<file path="src/design/kyber_ctrl_pkg.sv">
package kyber_ctrl_pkg;

  // sequencer to stage controller
  typedef enum logic [1:0] {
    CMD_NONE,
    CMD_RUN
  } ctrl_cmd_t;

  // published by hash, cbd and ntt controllers
  typedef enum logic [3:0] {
    ST_IDLE,
    ST_READY_INPUT,
    ST_INPUT,
    ST_CALC,
    ST_OUTPUT_READY,
    ST_OUTPUT,
    ST_OUTPUT_DONE,
    ST_SEQ_DONE
  } stage_status_t;

  // literals carry a prefix since all state sets share this package scope
  typedef enum logic [3:0] {
    S_IDLE,
    S_READY_INPUT,
    S_INPUT,
    S_START_CAL,
    S_CALCULATE,
    S_OUTPUT_READY,
    S_OUTPUT,
    S_OUTPUT_DONE,
    S_SEQUENCE_DONE
  } stage_state_t;

  typedef enum logic [1:0] {IN_IDLE, IN_STAGE, IN_ACTIVE, IN_DONE} input_status_t;
  typedef enum logic [2:0] {I_IDLE, I_CHOOSE, I_STAGE, I_READY, I_ACTIVE, I_DONE} input_state_t;
  typedef enum logic [1:0] {M_IDLE, M_RUN, M_STAGE, M_FINISH} main_state_t;

  typedef logic [7:0] beat_t;

  localparam int DEFAULT_ROUNDS      = 3;
  localparam int DEFAULT_HASH_BEATS  = 16;  // squeeze beats per round
  localparam int DEFAULT_COEFF_BEATS = 128; // ntt coefficients per round

endpackage

</file>
<file path="src/design/cbd_stage_fsm.sv">
module cbd_stage_fsm #(
  parameter int ROUNDS = kyber_ctrl_pkg::DEFAULT_ROUNDS
) (
  input  logic                          clk,
  input  logic                          reset,
  input  logic                          set,
  input  logic                          cbd_ok_in,
  input  logic                          cbd_ok_out,  // high while samples are valid
  input  kyber_ctrl_pkg::ctrl_cmd_t     cbd_cmd,
  input  kyber_ctrl_pkg::stage_status_t hash_status,
  input  kyber_ctrl_pkg::stage_status_t ntt_status,
  output logic                          cbd_sel,
  output logic                          cbd_readin,
  output logic                          cbd_readout,
  output kyber_ctrl_pkg::stage_status_t cbd_status
);
  import kyber_ctrl_pkg::*;

  localparam int RW = $clog2(ROUNDS + 1);

  stage_state_t  state, next_state;
  logic [RW-1:0] round_cnt;

  always_ff @(posedge clk or posedge reset) begin
    if (reset) begin
      state     <= S_IDLE;
      round_cnt <= '0;
    end else if (set) begin
      state <= next_state;
      if (state == S_START_CAL)
        round_cnt <= round_cnt + 1'b1;
    end
  end

  always_comb begin
    next_state = state;
    case (state)
      S_IDLE:        if (cbd_ok_in) next_state = S_READY_INPUT;
      S_READY_INPUT: begin
        if (hash_status == ST_OUTPUT && cbd_cmd == CMD_RUN) // hash is squeezing
          next_state = S_INPUT;
      end
      S_INPUT:        if (hash_status == ST_OUTPUT_DONE) next_state = S_START_CAL;
      S_START_CAL:    next_state = S_CALCULATE;
      S_CALCULATE:    if (cbd_ok_out) next_state = S_OUTPUT_READY;
      S_OUTPUT_READY: if (ntt_status == ST_READY_INPUT) next_state = S_OUTPUT;
      S_OUTPUT:       if (!cbd_ok_out) next_state = S_OUTPUT_DONE; // sample window closed
      S_OUTPUT_DONE: begin
        if (round_cnt == RW'(ROUNDS))
          next_state = S_SEQUENCE_DONE;
        else if (cbd_cmd == CMD_RUN)
          next_state = S_IDLE;
      end
      S_SEQUENCE_DONE: next_state = S_SEQUENCE_DONE;
      default:         next_state = S_IDLE;
    endcase
  end

  assign cbd_sel     = (state == S_IDLE) && (cbd_cmd == CMD_RUN);
  assign cbd_readin  = (state == S_INPUT);
  assign cbd_readout = (state == S_OUTPUT);

  always_comb begin
    case (state)
      S_READY_INPUT:            cbd_status = ST_READY_INPUT;
      S_INPUT:                  cbd_status = ST_INPUT;
      S_START_CAL, S_CALCULATE: cbd_status = ST_CALC;
      S_OUTPUT_READY:           cbd_status = ST_OUTPUT_READY;
      S_OUTPUT:                 cbd_status = ST_OUTPUT;
      S_OUTPUT_DONE:            cbd_status = ST_OUTPUT_DONE;
      S_SEQUENCE_DONE:          cbd_status = ST_SEQ_DONE;
      default:                  cbd_status = ST_IDLE;
    endcase
  end

endmodule

</file>
<file path="src/design/enc_sequencer.sv">
module enc_sequencer (
  input  logic                          clk,
  input  logic                          reset,
  input  logic                          set,
  input  kyber_ctrl_pkg::input_status_t input_status,
  input  kyber_ctrl_pkg::stage_status_t hash_status,
  input  kyber_ctrl_pkg::stage_status_t cbd_status,
  input  kyber_ctrl_pkg::stage_status_t ntt_status,
  output kyber_ctrl_pkg::ctrl_cmd_t     input_cmd,
  output kyber_ctrl_pkg::ctrl_cmd_t     hash_cmd,
  output kyber_ctrl_pkg::ctrl_cmd_t     cbd_cmd,
  output kyber_ctrl_pkg::ctrl_cmd_t     ntt_cmd,
  output logic                          done
);
  import kyber_ctrl_pkg::*;

  main_state_t state, next_state;
  logic        all_idle;

  assign all_idle = (input_status == IN_IDLE) && (hash_status == ST_IDLE) &&
                    (cbd_status == ST_IDLE) && (ntt_status == ST_IDLE);

  always_ff @(posedge clk or posedge reset) begin
    if (reset)
      state <= M_IDLE;
    else if (set)
      state <= next_state;
  end

  always_comb begin
    next_state = state;
    case (state)
      M_IDLE:   if (all_idle) next_state = M_RUN;
      M_RUN:    if (input_status == IN_DONE) next_state = M_STAGE; // message loaded
      M_STAGE:  if (ntt_status == ST_SEQ_DONE) next_state = M_FINISH;
      M_FINISH: next_state = M_FINISH; // held until reset
      default:  next_state = M_IDLE;
    endcase
  end

  // input controller released in STAGE so it never reloads
  assign input_cmd = (state == M_RUN) ? CMD_RUN : CMD_NONE;
  assign hash_cmd  = (state == M_RUN || state == M_STAGE) ? CMD_RUN : CMD_NONE;
  assign cbd_cmd   = hash_cmd;
  assign ntt_cmd   = hash_cmd;
  assign done      = (state == M_FINISH);

endmodule

</file>
<file path="src/design/hash_stage_fsm.sv">
module hash_stage_fsm #(
  parameter int ROUNDS     = kyber_ctrl_pkg::DEFAULT_ROUNDS,
  parameter int HASH_BEATS = kyber_ctrl_pkg::DEFAULT_HASH_BEATS
) (
  input  logic                          clk,
  input  logic                          reset,
  input  logic                          set,
  input  logic                          hash_readin_ok,
  input  logic                          hash_done,
  input  kyber_ctrl_pkg::ctrl_cmd_t     hash_cmd,
  input  kyber_ctrl_pkg::input_status_t input_status,
  input  kyber_ctrl_pkg::stage_status_t cbd_status,
  output logic                          hash_sel,
  output logic                          hash_readin,
  output logic                          hash_full_in,
  output logic                          hash_readout,
  output kyber_ctrl_pkg::stage_status_t hash_status
);
  import kyber_ctrl_pkg::*;

  localparam int RW = $clog2(ROUNDS + 1);

  stage_state_t  state, next_state;
  logic [RW-1:0] round_cnt;
  beat_t         beat_cnt;

  always_ff @(posedge clk or posedge reset) begin
    if (reset) begin
      state     <= S_IDLE;
      round_cnt <= '0;
      beat_cnt  <= '0;
    end else if (set) begin
      state <= next_state;
      if (state == S_START_CAL)
        round_cnt <= round_cnt + 1'b1;
      beat_cnt <= (state == S_OUTPUT) ? beat_cnt + 1'b1 : '0; // cleared outside OUTPUT
    end
  end

  always_comb begin
    next_state = state;
    case (state)
      S_IDLE:        if (hash_readin_ok) next_state = S_READY_INPUT;
      S_READY_INPUT: begin
        if (input_status == IN_STAGE && hash_cmd == CMD_RUN)
          next_state = S_INPUT;
      end
      S_INPUT:        if (input_status == IN_DONE) next_state = S_START_CAL;
      S_START_CAL:    next_state = S_CALCULATE;
      S_CALCULATE:    if (hash_done) next_state = S_OUTPUT_READY;
      S_OUTPUT_READY: if (cbd_status == ST_READY_INPUT) next_state = S_OUTPUT; // sampler waiting
      S_OUTPUT:       if (beat_cnt == beat_t'(HASH_BEATS - 1)) next_state = S_OUTPUT_DONE;
      S_OUTPUT_DONE: begin
        if (round_cnt == RW'(ROUNDS))
          next_state = S_SEQUENCE_DONE;
        else if (hash_cmd == CMD_RUN)
          next_state = S_START_CAL; // next squeeze, no reload
      end
      S_SEQUENCE_DONE: next_state = S_SEQUENCE_DONE;
      default:         next_state = S_IDLE;
    endcase
  end

  assign hash_sel     = (state == S_IDLE) && (hash_cmd == CMD_RUN);
  assign hash_readin  = (state == S_INPUT);
  assign hash_full_in = (state == S_START_CAL);
  assign hash_readout = (state == S_OUTPUT);

  always_comb begin
    case (state)
      S_READY_INPUT:            hash_status = ST_READY_INPUT;
      S_INPUT:                  hash_status = ST_INPUT;
      S_START_CAL, S_CALCULATE: hash_status = ST_CALC;
      S_OUTPUT_READY:           hash_status = ST_OUTPUT_READY;
      S_OUTPUT:                 hash_status = ST_OUTPUT;
      S_OUTPUT_DONE:            hash_status = ST_OUTPUT_DONE;
      S_SEQUENCE_DONE:          hash_status = ST_SEQ_DONE;
      default:                  hash_status = ST_IDLE;
    endcase
  end

endmodule

</file>
<file path="src/design/msg_input_fsm.sv">
module msg_input_fsm (
  input  logic                          clk,
  input  logic                          reset,
  input  logic                          set,
  input  logic                          full_in,     // loader buffer full
  input  kyber_ctrl_pkg::ctrl_cmd_t     input_cmd,
  input  kyber_ctrl_pkg::stage_status_t hash_status,
  output logic                          readin_ok,
  output kyber_ctrl_pkg::input_status_t input_status
);
  import kyber_ctrl_pkg::*;

  input_state_t state, next_state;

  always_ff @(posedge clk or posedge reset) begin
    if (reset)
      state <= I_IDLE;
    else if (set)
      state <= next_state;
  end

  always_comb begin
    next_state = state;
    case (state)
      I_IDLE: begin
        if (input_cmd == CMD_NONE) // only rearm once the command is cleared
          next_state = I_CHOOSE;
      end
      I_CHOOSE: begin
        if (input_cmd == CMD_RUN)
          next_state = I_STAGE;
      end
      I_STAGE: begin
        if (hash_status == ST_READY_INPUT)
          next_state = I_READY;
      end
      I_READY:  next_state = I_ACTIVE; // single cycle
      I_ACTIVE: if (full_in) next_state = I_DONE;
      I_DONE: begin
        if (hash_status == ST_CALC) // hash has absorbed the message
          next_state = I_IDLE;
      end
      default: next_state = I_IDLE;
    endcase
  end

  assign readin_ok = (state == I_READY);

  always_comb begin
    case (state)
      I_STAGE, I_READY: input_status = IN_STAGE;
      I_ACTIVE:         input_status = IN_ACTIVE;
      I_DONE:           input_status = IN_DONE;
      default:          input_status = IN_IDLE;
    endcase
  end

endmodule

</file>
<file path="src/design/ntt_stage_fsm.sv">
module ntt_stage_fsm #(
  parameter int ROUNDS      = kyber_ctrl_pkg::DEFAULT_ROUNDS,
  parameter int COEFF_BEATS = kyber_ctrl_pkg::DEFAULT_COEFF_BEATS
) (
  input  logic                          clk,
  input  logic                          reset,
  input  logic                          set,
  input  logic                          ntt_ok_in,
  input  logic                          ntt_done,
  input  kyber_ctrl_pkg::ctrl_cmd_t     ntt_cmd,
  input  kyber_ctrl_pkg::stage_status_t cbd_status,
  output logic                          ntt_sel,
  output logic                          ntt_readin,
  output logic                          ntt_cal_en,
  output logic                          ntt_readout,
  output kyber_ctrl_pkg::stage_status_t ntt_status
);
  import kyber_ctrl_pkg::*;

  localparam int RW = $clog2(ROUNDS + 1);

  stage_state_t  state, next_state;
  logic [RW-1:0] round_cnt;
  beat_t         beat_cnt;   // coefficient index during OUTPUT

  always_ff @(posedge clk or posedge reset) begin
    if (reset) begin
      state     <= S_IDLE;
      round_cnt <= '0;
      beat_cnt  <= '0;
    end else if (set) begin
      state <= next_state;
      if (state == S_START_CAL)
        round_cnt <= round_cnt + 1'b1;
      beat_cnt <= (state == S_OUTPUT) ? beat_cnt + 1'b1 : '0;
    end
  end

  always_comb begin
    next_state = state;
    case (state)
      S_IDLE:        if (ntt_ok_in) next_state = S_READY_INPUT;
      S_READY_INPUT: begin
        if (cbd_status == ST_OUTPUT_READY && ntt_cmd == CMD_RUN)
          next_state = S_INPUT;
      end
      S_INPUT:        if (cbd_status == ST_OUTPUT_DONE) next_state = S_START_CAL; // poly loaded
      S_START_CAL:    next_state = S_CALCULATE;
      S_CALCULATE:    if (ntt_done) next_state = S_OUTPUT_READY;
      S_OUTPUT_READY: next_state = S_OUTPUT; // no downstream consumer to wait on
      S_OUTPUT:       if (beat_cnt == beat_t'(COEFF_BEATS - 1)) next_state = S_OUTPUT_DONE;
      S_OUTPUT_DONE: begin
        if (round_cnt == RW'(ROUNDS))
          next_state = S_SEQUENCE_DONE;
        else if (ntt_cmd == CMD_RUN)
          next_state = S_IDLE;
      end
      S_SEQUENCE_DONE: next_state = S_SEQUENCE_DONE;
      default:         next_state = S_IDLE;
    endcase
  end

  assign ntt_sel     = (state == S_IDLE) && (ntt_cmd == CMD_RUN);
  assign ntt_readin  = (state == S_INPUT);
  assign ntt_cal_en  = (state == S_START_CAL);
  assign ntt_readout = (state == S_OUTPUT);

  always_comb begin
    case (state)
      S_READY_INPUT:            ntt_status = ST_READY_INPUT;
      S_INPUT:                  ntt_status = ST_INPUT;
      S_START_CAL, S_CALCULATE: ntt_status = ST_CALC;
      S_OUTPUT_READY:           ntt_status = ST_OUTPUT_READY;
      S_OUTPUT:                 ntt_status = ST_OUTPUT;
      S_OUTPUT_DONE:            ntt_status = ST_OUTPUT_DONE;
      S_SEQUENCE_DONE:          ntt_status = ST_SEQ_DONE;
      default:                  ntt_status = ST_IDLE;
    endcase
  end

endmodule

</file>
<file path="src/design/pke_enc_ctrl.sv">
module pke_enc_ctrl #(
  parameter int ROUNDS      = kyber_ctrl_pkg::DEFAULT_ROUNDS,
  parameter int HASH_BEATS  = kyber_ctrl_pkg::DEFAULT_HASH_BEATS,
  parameter int COEFF_BEATS = kyber_ctrl_pkg::DEFAULT_COEFF_BEATS
) (
  input  logic clk,
  input  logic reset,
  input  logic set,          // low freezes every controller
  input  logic full_in,
  input  logic hash_readin_ok,
  input  logic hash_done,
  input  logic cbd_ok_in,
  input  logic cbd_ok_out,
  input  logic ntt_ok_in,
  input  logic ntt_done,
  output logic readin_ok,
  output logic hash_sel,
  output logic hash_readin,
  output logic hash_full_in,
  output logic hash_readout,
  output logic cbd_sel,
  output logic cbd_readin,
  output logic cbd_readout,
  output logic ntt_sel,
  output logic ntt_readin,
  output logic ntt_cal_en,
  output logic ntt_readout,
  output logic done
);
  import kyber_ctrl_pkg::*;

  ctrl_cmd_t     input_cmd, hash_cmd, cbd_cmd, ntt_cmd;
  input_status_t input_status;
  stage_status_t hash_status, cbd_status, ntt_status;

  enc_sequencer u_enc_sequencer (
    .clk, .reset, .set, .input_status, .hash_status, .cbd_status, .ntt_status,
    .input_cmd, .hash_cmd, .cbd_cmd, .ntt_cmd, .done
  );

  msg_input_fsm u_msg_input_fsm (
    .clk, .reset, .set, .full_in, .input_cmd, .hash_status, .readin_ok, .input_status
  );

  hash_stage_fsm #(.ROUNDS(ROUNDS), .HASH_BEATS(HASH_BEATS)) u_hash_stage_fsm (
    .clk, .reset, .set, .hash_readin_ok, .hash_done, .hash_cmd, .input_status, .cbd_status,
    .hash_sel, .hash_readin, .hash_full_in, .hash_readout, .hash_status
  );

  cbd_stage_fsm #(.ROUNDS(ROUNDS)) u_cbd_stage_fsm (
    .clk, .reset, .set, .cbd_ok_in, .cbd_ok_out, .cbd_cmd, .hash_status, .ntt_status,
    .cbd_sel, .cbd_readin, .cbd_readout, .cbd_status
  );

  ntt_stage_fsm #(.ROUNDS(ROUNDS), .COEFF_BEATS(COEFF_BEATS)) u_ntt_stage_fsm (
    .clk, .reset, .set, .ntt_ok_in, .ntt_done, .ntt_cmd, .cbd_status,
    .ntt_sel, .ntt_readin, .ntt_cal_en, .ntt_readout, .ntt_status
  );

endmodule

</file>
<file path="config.mk">
export PLATFORM = sky130hd
export DESIGN_NAME = pke_enc_ctrl
export DESIGN_NICKNAME = d
export VERILOG_FILES = /design/src/design/kyber_ctrl_pkg.sv /design/src/design/cbd_stage_fsm.sv /design/src/design/enc_sequencer.sv /design/src/design/hash_stage_fsm.sv /design/src/design/msg_input_fsm.sv /design/src/design/ntt_stage_fsm.sv /design/src/design/pke_enc_ctrl.sv
export SDC_FILE = /design/constraint.sdc
export NUM_CORES = 1
export LEC_CHECK = 0
export BUFFER_PORTS_ARGS = -buffer_cell sky130_fd_sc_hd__buf_2
export CAP_MARGIN = 20
export CORE_UTILIZATION = 60
export CTS_CLUSTER_DIAMETER = 30
export CTS_CLUSTER_SIZE = 28
export DETAILED_ROUTE_END_ITERATION = 10
export HOLD_SLACK_MARGIN = 0.05
export PLACE_DENSITY = 0.92
export SYNTH_ARGS = -nofsm -noshare
export SYNTH_HDL_FRONTEND = slang
export SYNTH_HIERARCHICAL = 1
export SYNTH_SLANG_ARGS = --single-unit
</file>
<file path="constraint.sdc">
create_clock -name clk -period 2.82 [get_ports clk]
set_clock_uncertainty 0.15 [all_clocks]
set_input_delay 0.423 -clock clk [delete_from_list [all_inputs] [get_ports clk]]
set_output_delay 0.423 -clock clk [all_outputs]
set_load 0.005 [all_outputs]
</file>
# Word level (Yosys, flattened, before mapping)
# Memory sizes are Yosys's and may differ from the RTL's.
# Index checks and enable logic that the tools add are counted.
# classes
addsub	5
n_mul	0
div	0
order_cmp	0
eq_ne	78
shifts	0
n_mux	40
bitwise_logic	0
reduce_logical	29
# ops
op	n
$pmux 4 s9	3
$mux 4	22
$eq 4x3->1 const B	17
$ne 2x1->1 const B	17
$eq 4x2->1 const B	7
$eq 4x1->1 const B	6
$logic_not 4->1	6
$pmux 3 s6	1
$add 8x1->8 const B	2
$mux 8	2
$ne 2x2->1 const B	8
$reduce_and 8->1	2
$mux 3	5
$eq 2x2->1 const B	6
$eq 4x4->1 const B	3
$logic_and 1x1->1	9
$eq 8x4->1 const B	1
$eq 8x7->1 const B	1
$pmux 2 s4	1
$reduce_and 7->1	1
$add 2x1->2 const B	3
$eq 3x2->1 const B	2
$eq 3x3->1 const B	2
$logic_not 2->1	3
other kinds (14)	22
# totals
ff_bits	39
latch_bits	0
mem_bits_rw	0
romBits	144
out_inout_bits	13
word_cells	165
mem_count	3
# mem_list
name	words	width	read_ports	rd_clocked_by_memory_dff	write_ports	line	rtl
(name not given)	16	3	1	0	0	cbd_stage_fsm.sv:64	case (state)
(name not given)	16	3	1	0	0	hash_stage_fsm.sv:70	case (state)
(name not given)	16	3	1	0	0	ntt_stage_fsm.sv:69	case (state)

# Longest topological paths before layout
# logic_depth
word_depth	9
mapped_depth	10

# By module
# The synthesis kept the hierarchy.
# by_module_without_submodules
mod	n_inst	cells_each	area_each_um2	seq_area_each_um2
ntt_stage_fsm	1	102	980.9	350.3
hash_stage_fsm	1	110	943.4	350.3
cbd_stage_fsm	1	66	588.1	150.1
enc_sequencer	1	30	256.5	50.0
msg_input_fsm	1	28	241.5	75.1

# Least setup slack after synthesis
# OpenSTA, ideal clock, no wires.
# synth_timing
kind	register to register
start	register u_ntt_stage_fsm.state[0]
end	register u_cbd_stage_fsm.state[0]
setup_time_ns	0.101
arrival_time_ns	2.297
required_time_ns	2.569
slack_ns	0.273
stages_incl_launch_ff	11
path_buffers	0
synth_period_minus_slack_ns	2.547
cell_sequence	dfrtp_1 inv_1 ha_1 nand2_1 o21ai_0 o21a_1 or4b_4 a32oi_2 o211a_4 nand2_2 o32ai_1
# synth_between
elab_chain_len	4
# synth_lines
item	line	rtl
from (decl)	ntt_stage_fsm.sv:22	stage_state_t state, next_state;
from (signal assigned)	ntt_stage_fsm.sv:32	state <= next_state;
$mem_v2 16x3	n/a	
named net ntt_status[1]	pke_enc_ctrl.sv:34	stage_status_t hash_status, cbd_status, ntt_status;
$eq 4x1->1	cbd_stage_fsm.sv:46	S_OUTPUT_READY: if (ntt_status == ST_READY_INPUT) next_state = S_OUTPUT;
$ne 2x1->1 (no line)	n/a	
$reduce_and 8->1 (no line)	n/a	
to (signal assigned)	cbd_stage_fsm.sv:29	state <= next_state;
to (decl)	cbd_stage_fsm.sv:21	stage_state_t state, next_state;
# The timed path passes the listed nets, and every way through them passes these cells.
# A chain may end at the register's enable or synchronous reset.

# Final worst setup path
# layout_timing
start	register u_ntt_stage_fsm.state[1]
end	register u_cbd_stage_fsm.state[0]
# The elaborated chain is that of the path after synthesis.

==> metrics.yaml <==
synth:
  synth_area_per_cell_um2: 8.959
  synth_cell_types: 67
  synth_top_area_cell: "dfrtp_1"
  synth_edf_count: 0
  yosys_warnings: 6
  synth_top_area_share_pct: 32.42
  yosysSeqAreaShare_pct: 32.42
  synthFlopType: "dfrtp_1"
  synth.area.top_cells: "dfrtp_1 (32%), ha_1 (10%), inv_1 (4.0%), o21ai_0 (3.3%), nand2_1 (3.0%)"
  netlist_instances: 336
  synth_seq_cells: 39
  synth.cell_area_um2: 3010
  async_flop_share_pct: 100.0
global_route:
  grt_antenna_before_repair: 0
  grt_usage_pct: 26.18
  grt_pass1_wl_um: 10740
  grt.busiest_layer: "met2"
  use_met2_pct: 46.00
  use_met1_pct: 30.95
  grt_max_degree: 16
  grt_pass1_vias: 2418
  grt_remaining_overflow: 0
  grt_util_met3_pct: 4.972
floorplanning:
  fp.dieH_um: 72.83
  io_pins: 23
  initial_core_util_pct: 62.90
  fp.coreArea_um2: 4786
  die_x_um: 72.83
  rows: 25
  die_area_um2: 5304
critical_path:
  cp.arrival_ns: 2.74
  rr_worst_depth: 10
  r2r_end: "u_cbd_stage_fsm/state[0]"
  cp.required_ns: 2.87
  path_class: "flop to flop"
  reg2reg_from: "u_ntt_stage_fsm/state[1]"
  critPathMaxFanout: 5
  crit_path_start_kind: "flop"
  critPathLaunch: "u_ntt_stage_fsm/state[1]"
  r2r_setup_slack_ns: 0.13
  endpoint: "u_cbd_stage_fsm/state[0]"
  end_kind: "flop"
power_and_ir_drop:
  p_switching_uw: 1289
  p_int_uw: 1649
  clockPowerShare_pct: 16.1
  switching_share_pct: 43.87
  combPwrFrac_pct: 54.1
  p_leak_uw: 0.001545
  powerDensity_nw_per_um2: 890.6
  ir_worst_vdd_mv: 0.5453
  seq_power_share_pct: 29.8
timing:
  rsz0062_at_grt: "no"
  drv_slew: 0
  finalCritPeriodShare_pct: 95.28
  fin_crit_ns: 2.687
  slew_headroom_pct: 62.40
  setup_viol: 0
  fmaxAchievable_ghz: 0.3722
  hold_violations: 0
  tns_ns: 0
  max_slew.worst_pin.slew_ns: 0.5634
status:
  status: "complete, no violations"
place:
  hpwl_um: 4837
  dp.cells: 415
  place.gp.congestion: 0.8936
  portBuffers: 22
cts:
  clk_pin_slew_ns: 0.07
  cts_root_buf: "clkbuf_8"
  clk_path_buf_depth: 2
  cts_max_level: 2
  clkSinkCount: 39
  cts_buffers: 5
  clock_latency_ns: 0.30
  cts_tree: "yes"
route:
  routed_via_density: 6.075
  drt_iter0_markers: 236
  vias: 2582
  drt-wirelength-per-cell_um: 15.49
  ant_nets: 0
  wl_um: 6582
  drc: 0
  drtPass1Iterations: 5
layout:
  fin_nets: 392
  area_growth_pct: 9.601
  fin_util_pct: 68.94
  drive_above_1_share_pct: 18.44
  antenna_cells: 0
  final_cells: 425
hold_path:
  hp-start: "u_cbd_stage_fsm/round_cnt[0]"
  min_path_type: "flop to flop"
flow_run:
  maxCapViolCount: 0
==> power by group through the flow <==
stage	Clock [uW]	Combinational (uW)	Sequential (uW)
3_5_place_dp	0	1480	882
3_3_place_gp	0	1400	866
5_1_grt	504	1740	892
2_1_floorplan	0	1220	809
4_1_cts	483	1510	868
6_report	473	1590	876
==> kinds of logic after synthesis <==
group	count (synthesis)	share of synthesized area, %
compound gates	84	19.99
xor+xnor	9	2.618
fa+ha+maj	25	10.39
buf+inv	49	7.481
flops	39	32.42
mux	14	5.278
other cells	4	0.4986
simple gates	112	21.32
==> final cells by class <==
cell class | instances | area (um^2)
multi-input combinational | 251 | 1849
tap | 67 | 83.83
fill | 351 | 1486
sequential | 39 | 975.9
inverter | 32 | 120.1
timing repair buffer | 28 | 157.7
clock buffer | 5 | 68.82
clock inverter | 3 | 43.79
==> worst min-delay path by stage <==
stage	endpoint	slack [ns]	cells past startpoint
after floorplan	u_enc_sequencer/state[0]	0.01	1
after global placement	u_enc_sequencer/state[1]	0.18	2
after detailed placement	u_enc_sequencer/state[1]	0.19	2
after CTS	u_cbd_stage_fsm/round_cnt[0]	0.33	1
after global routing	u_cbd_stage_fsm/round_cnt[0]	0.35	1
final	u_cbd_stage_fsm/round_cnt[0]	0.32	1
==> what timing repair did <==
action	in CTS	in global routing
hold buffers	1	0
setup endpoints to repair	1	5
pin swaps	0	2
setup buffers	1	0
hold endpoints to repair	11	0
gates resized for setup	0	5
==> routing by layer <==
layer	share of wire, %	vias up
met4	3.0	0
li1	-	1221
met3	5.1	25
met2	51	103
met1	41	1233
met5	0	-
==> stage by stage <==
| stage | hold slack (ns) | power [uW] | instance area, um^2 | setup WS [ns] |
|---|---|---|---|---|
| after global routing | 0.3518 | 3139 | 3299 | 0.02396 |
| final | 0.3247 | 2939 | 3299 | 0.1330 |
| after global placement | 0.1786 | 2271 | 3141 | 0.1843 |
| after floorplan | 0.01418 | 2032 | 3022 | 0.2728 |
| after detailed placement | 0.1871 | 2366 | 3141 | 0.006242 |
| after CTS | 0.3275 | 2866 | 3271 | 0.03597 |
==> critical path: stages (launching register included) <==
cell and delay [ns]:
dfrtp_1 0.39, inv_1 0.10, ha_2 0.21, nand2_1 0.11
o21ai_0 0.10, o21a_1 0.21, or4b_4 0.55, a32oi_4 0.22
o211a_4 0.22, nand2_2 0.07, o32ai_1 0.26
==> sequential cells by signal, summed over array words and instances (netlist names), 3 cells and up <==
register	count
u_hash_stage_fsm/beat_cnt	8
u_cbd_stage_fsm/state	4
u_ntt_stage_fsm/state	4
u_msg_input_fsm/state	3
u_ntt_stage_fsm/beat_cnt	8
u_hash_stage_fsm/state	4
==> placed cells by master (no fill, tap or decap), drive strengths merged, types with 3 or more instances in the layout <==
cell type   n
a31oi       3
mux2        9
dfrtp      39
o22ai       5
nand2      26
conb        7
nand3      12
o41ai       5
nor4        5
nand2b      5
nor2b       9
and2        6
xnor2       4
nor3        3
nand4       3
clkbuf      5
o21ai      27
xor2        5
nor2       20
inv        32
ha         25
o21a        5
mux2i       5
buf        27
and3        6
nand3b      3
o21bai      3
a21oi      13
==> cell usage after synthesis, types with 6 or more instances <==
library cell and n:
and2_1 6, a21oi_1 11, dfrtp_1 39, inv_1 32, nor2b_1 9, o21ai_1 7
nor2_1 19, ha_1 25, and3_1 6, nand2_1 24, o21ai_0 20, buf_4 11
mux2_2 6, nand3_1 11
No activity file was read; power rests on OpenSTA's default activity.
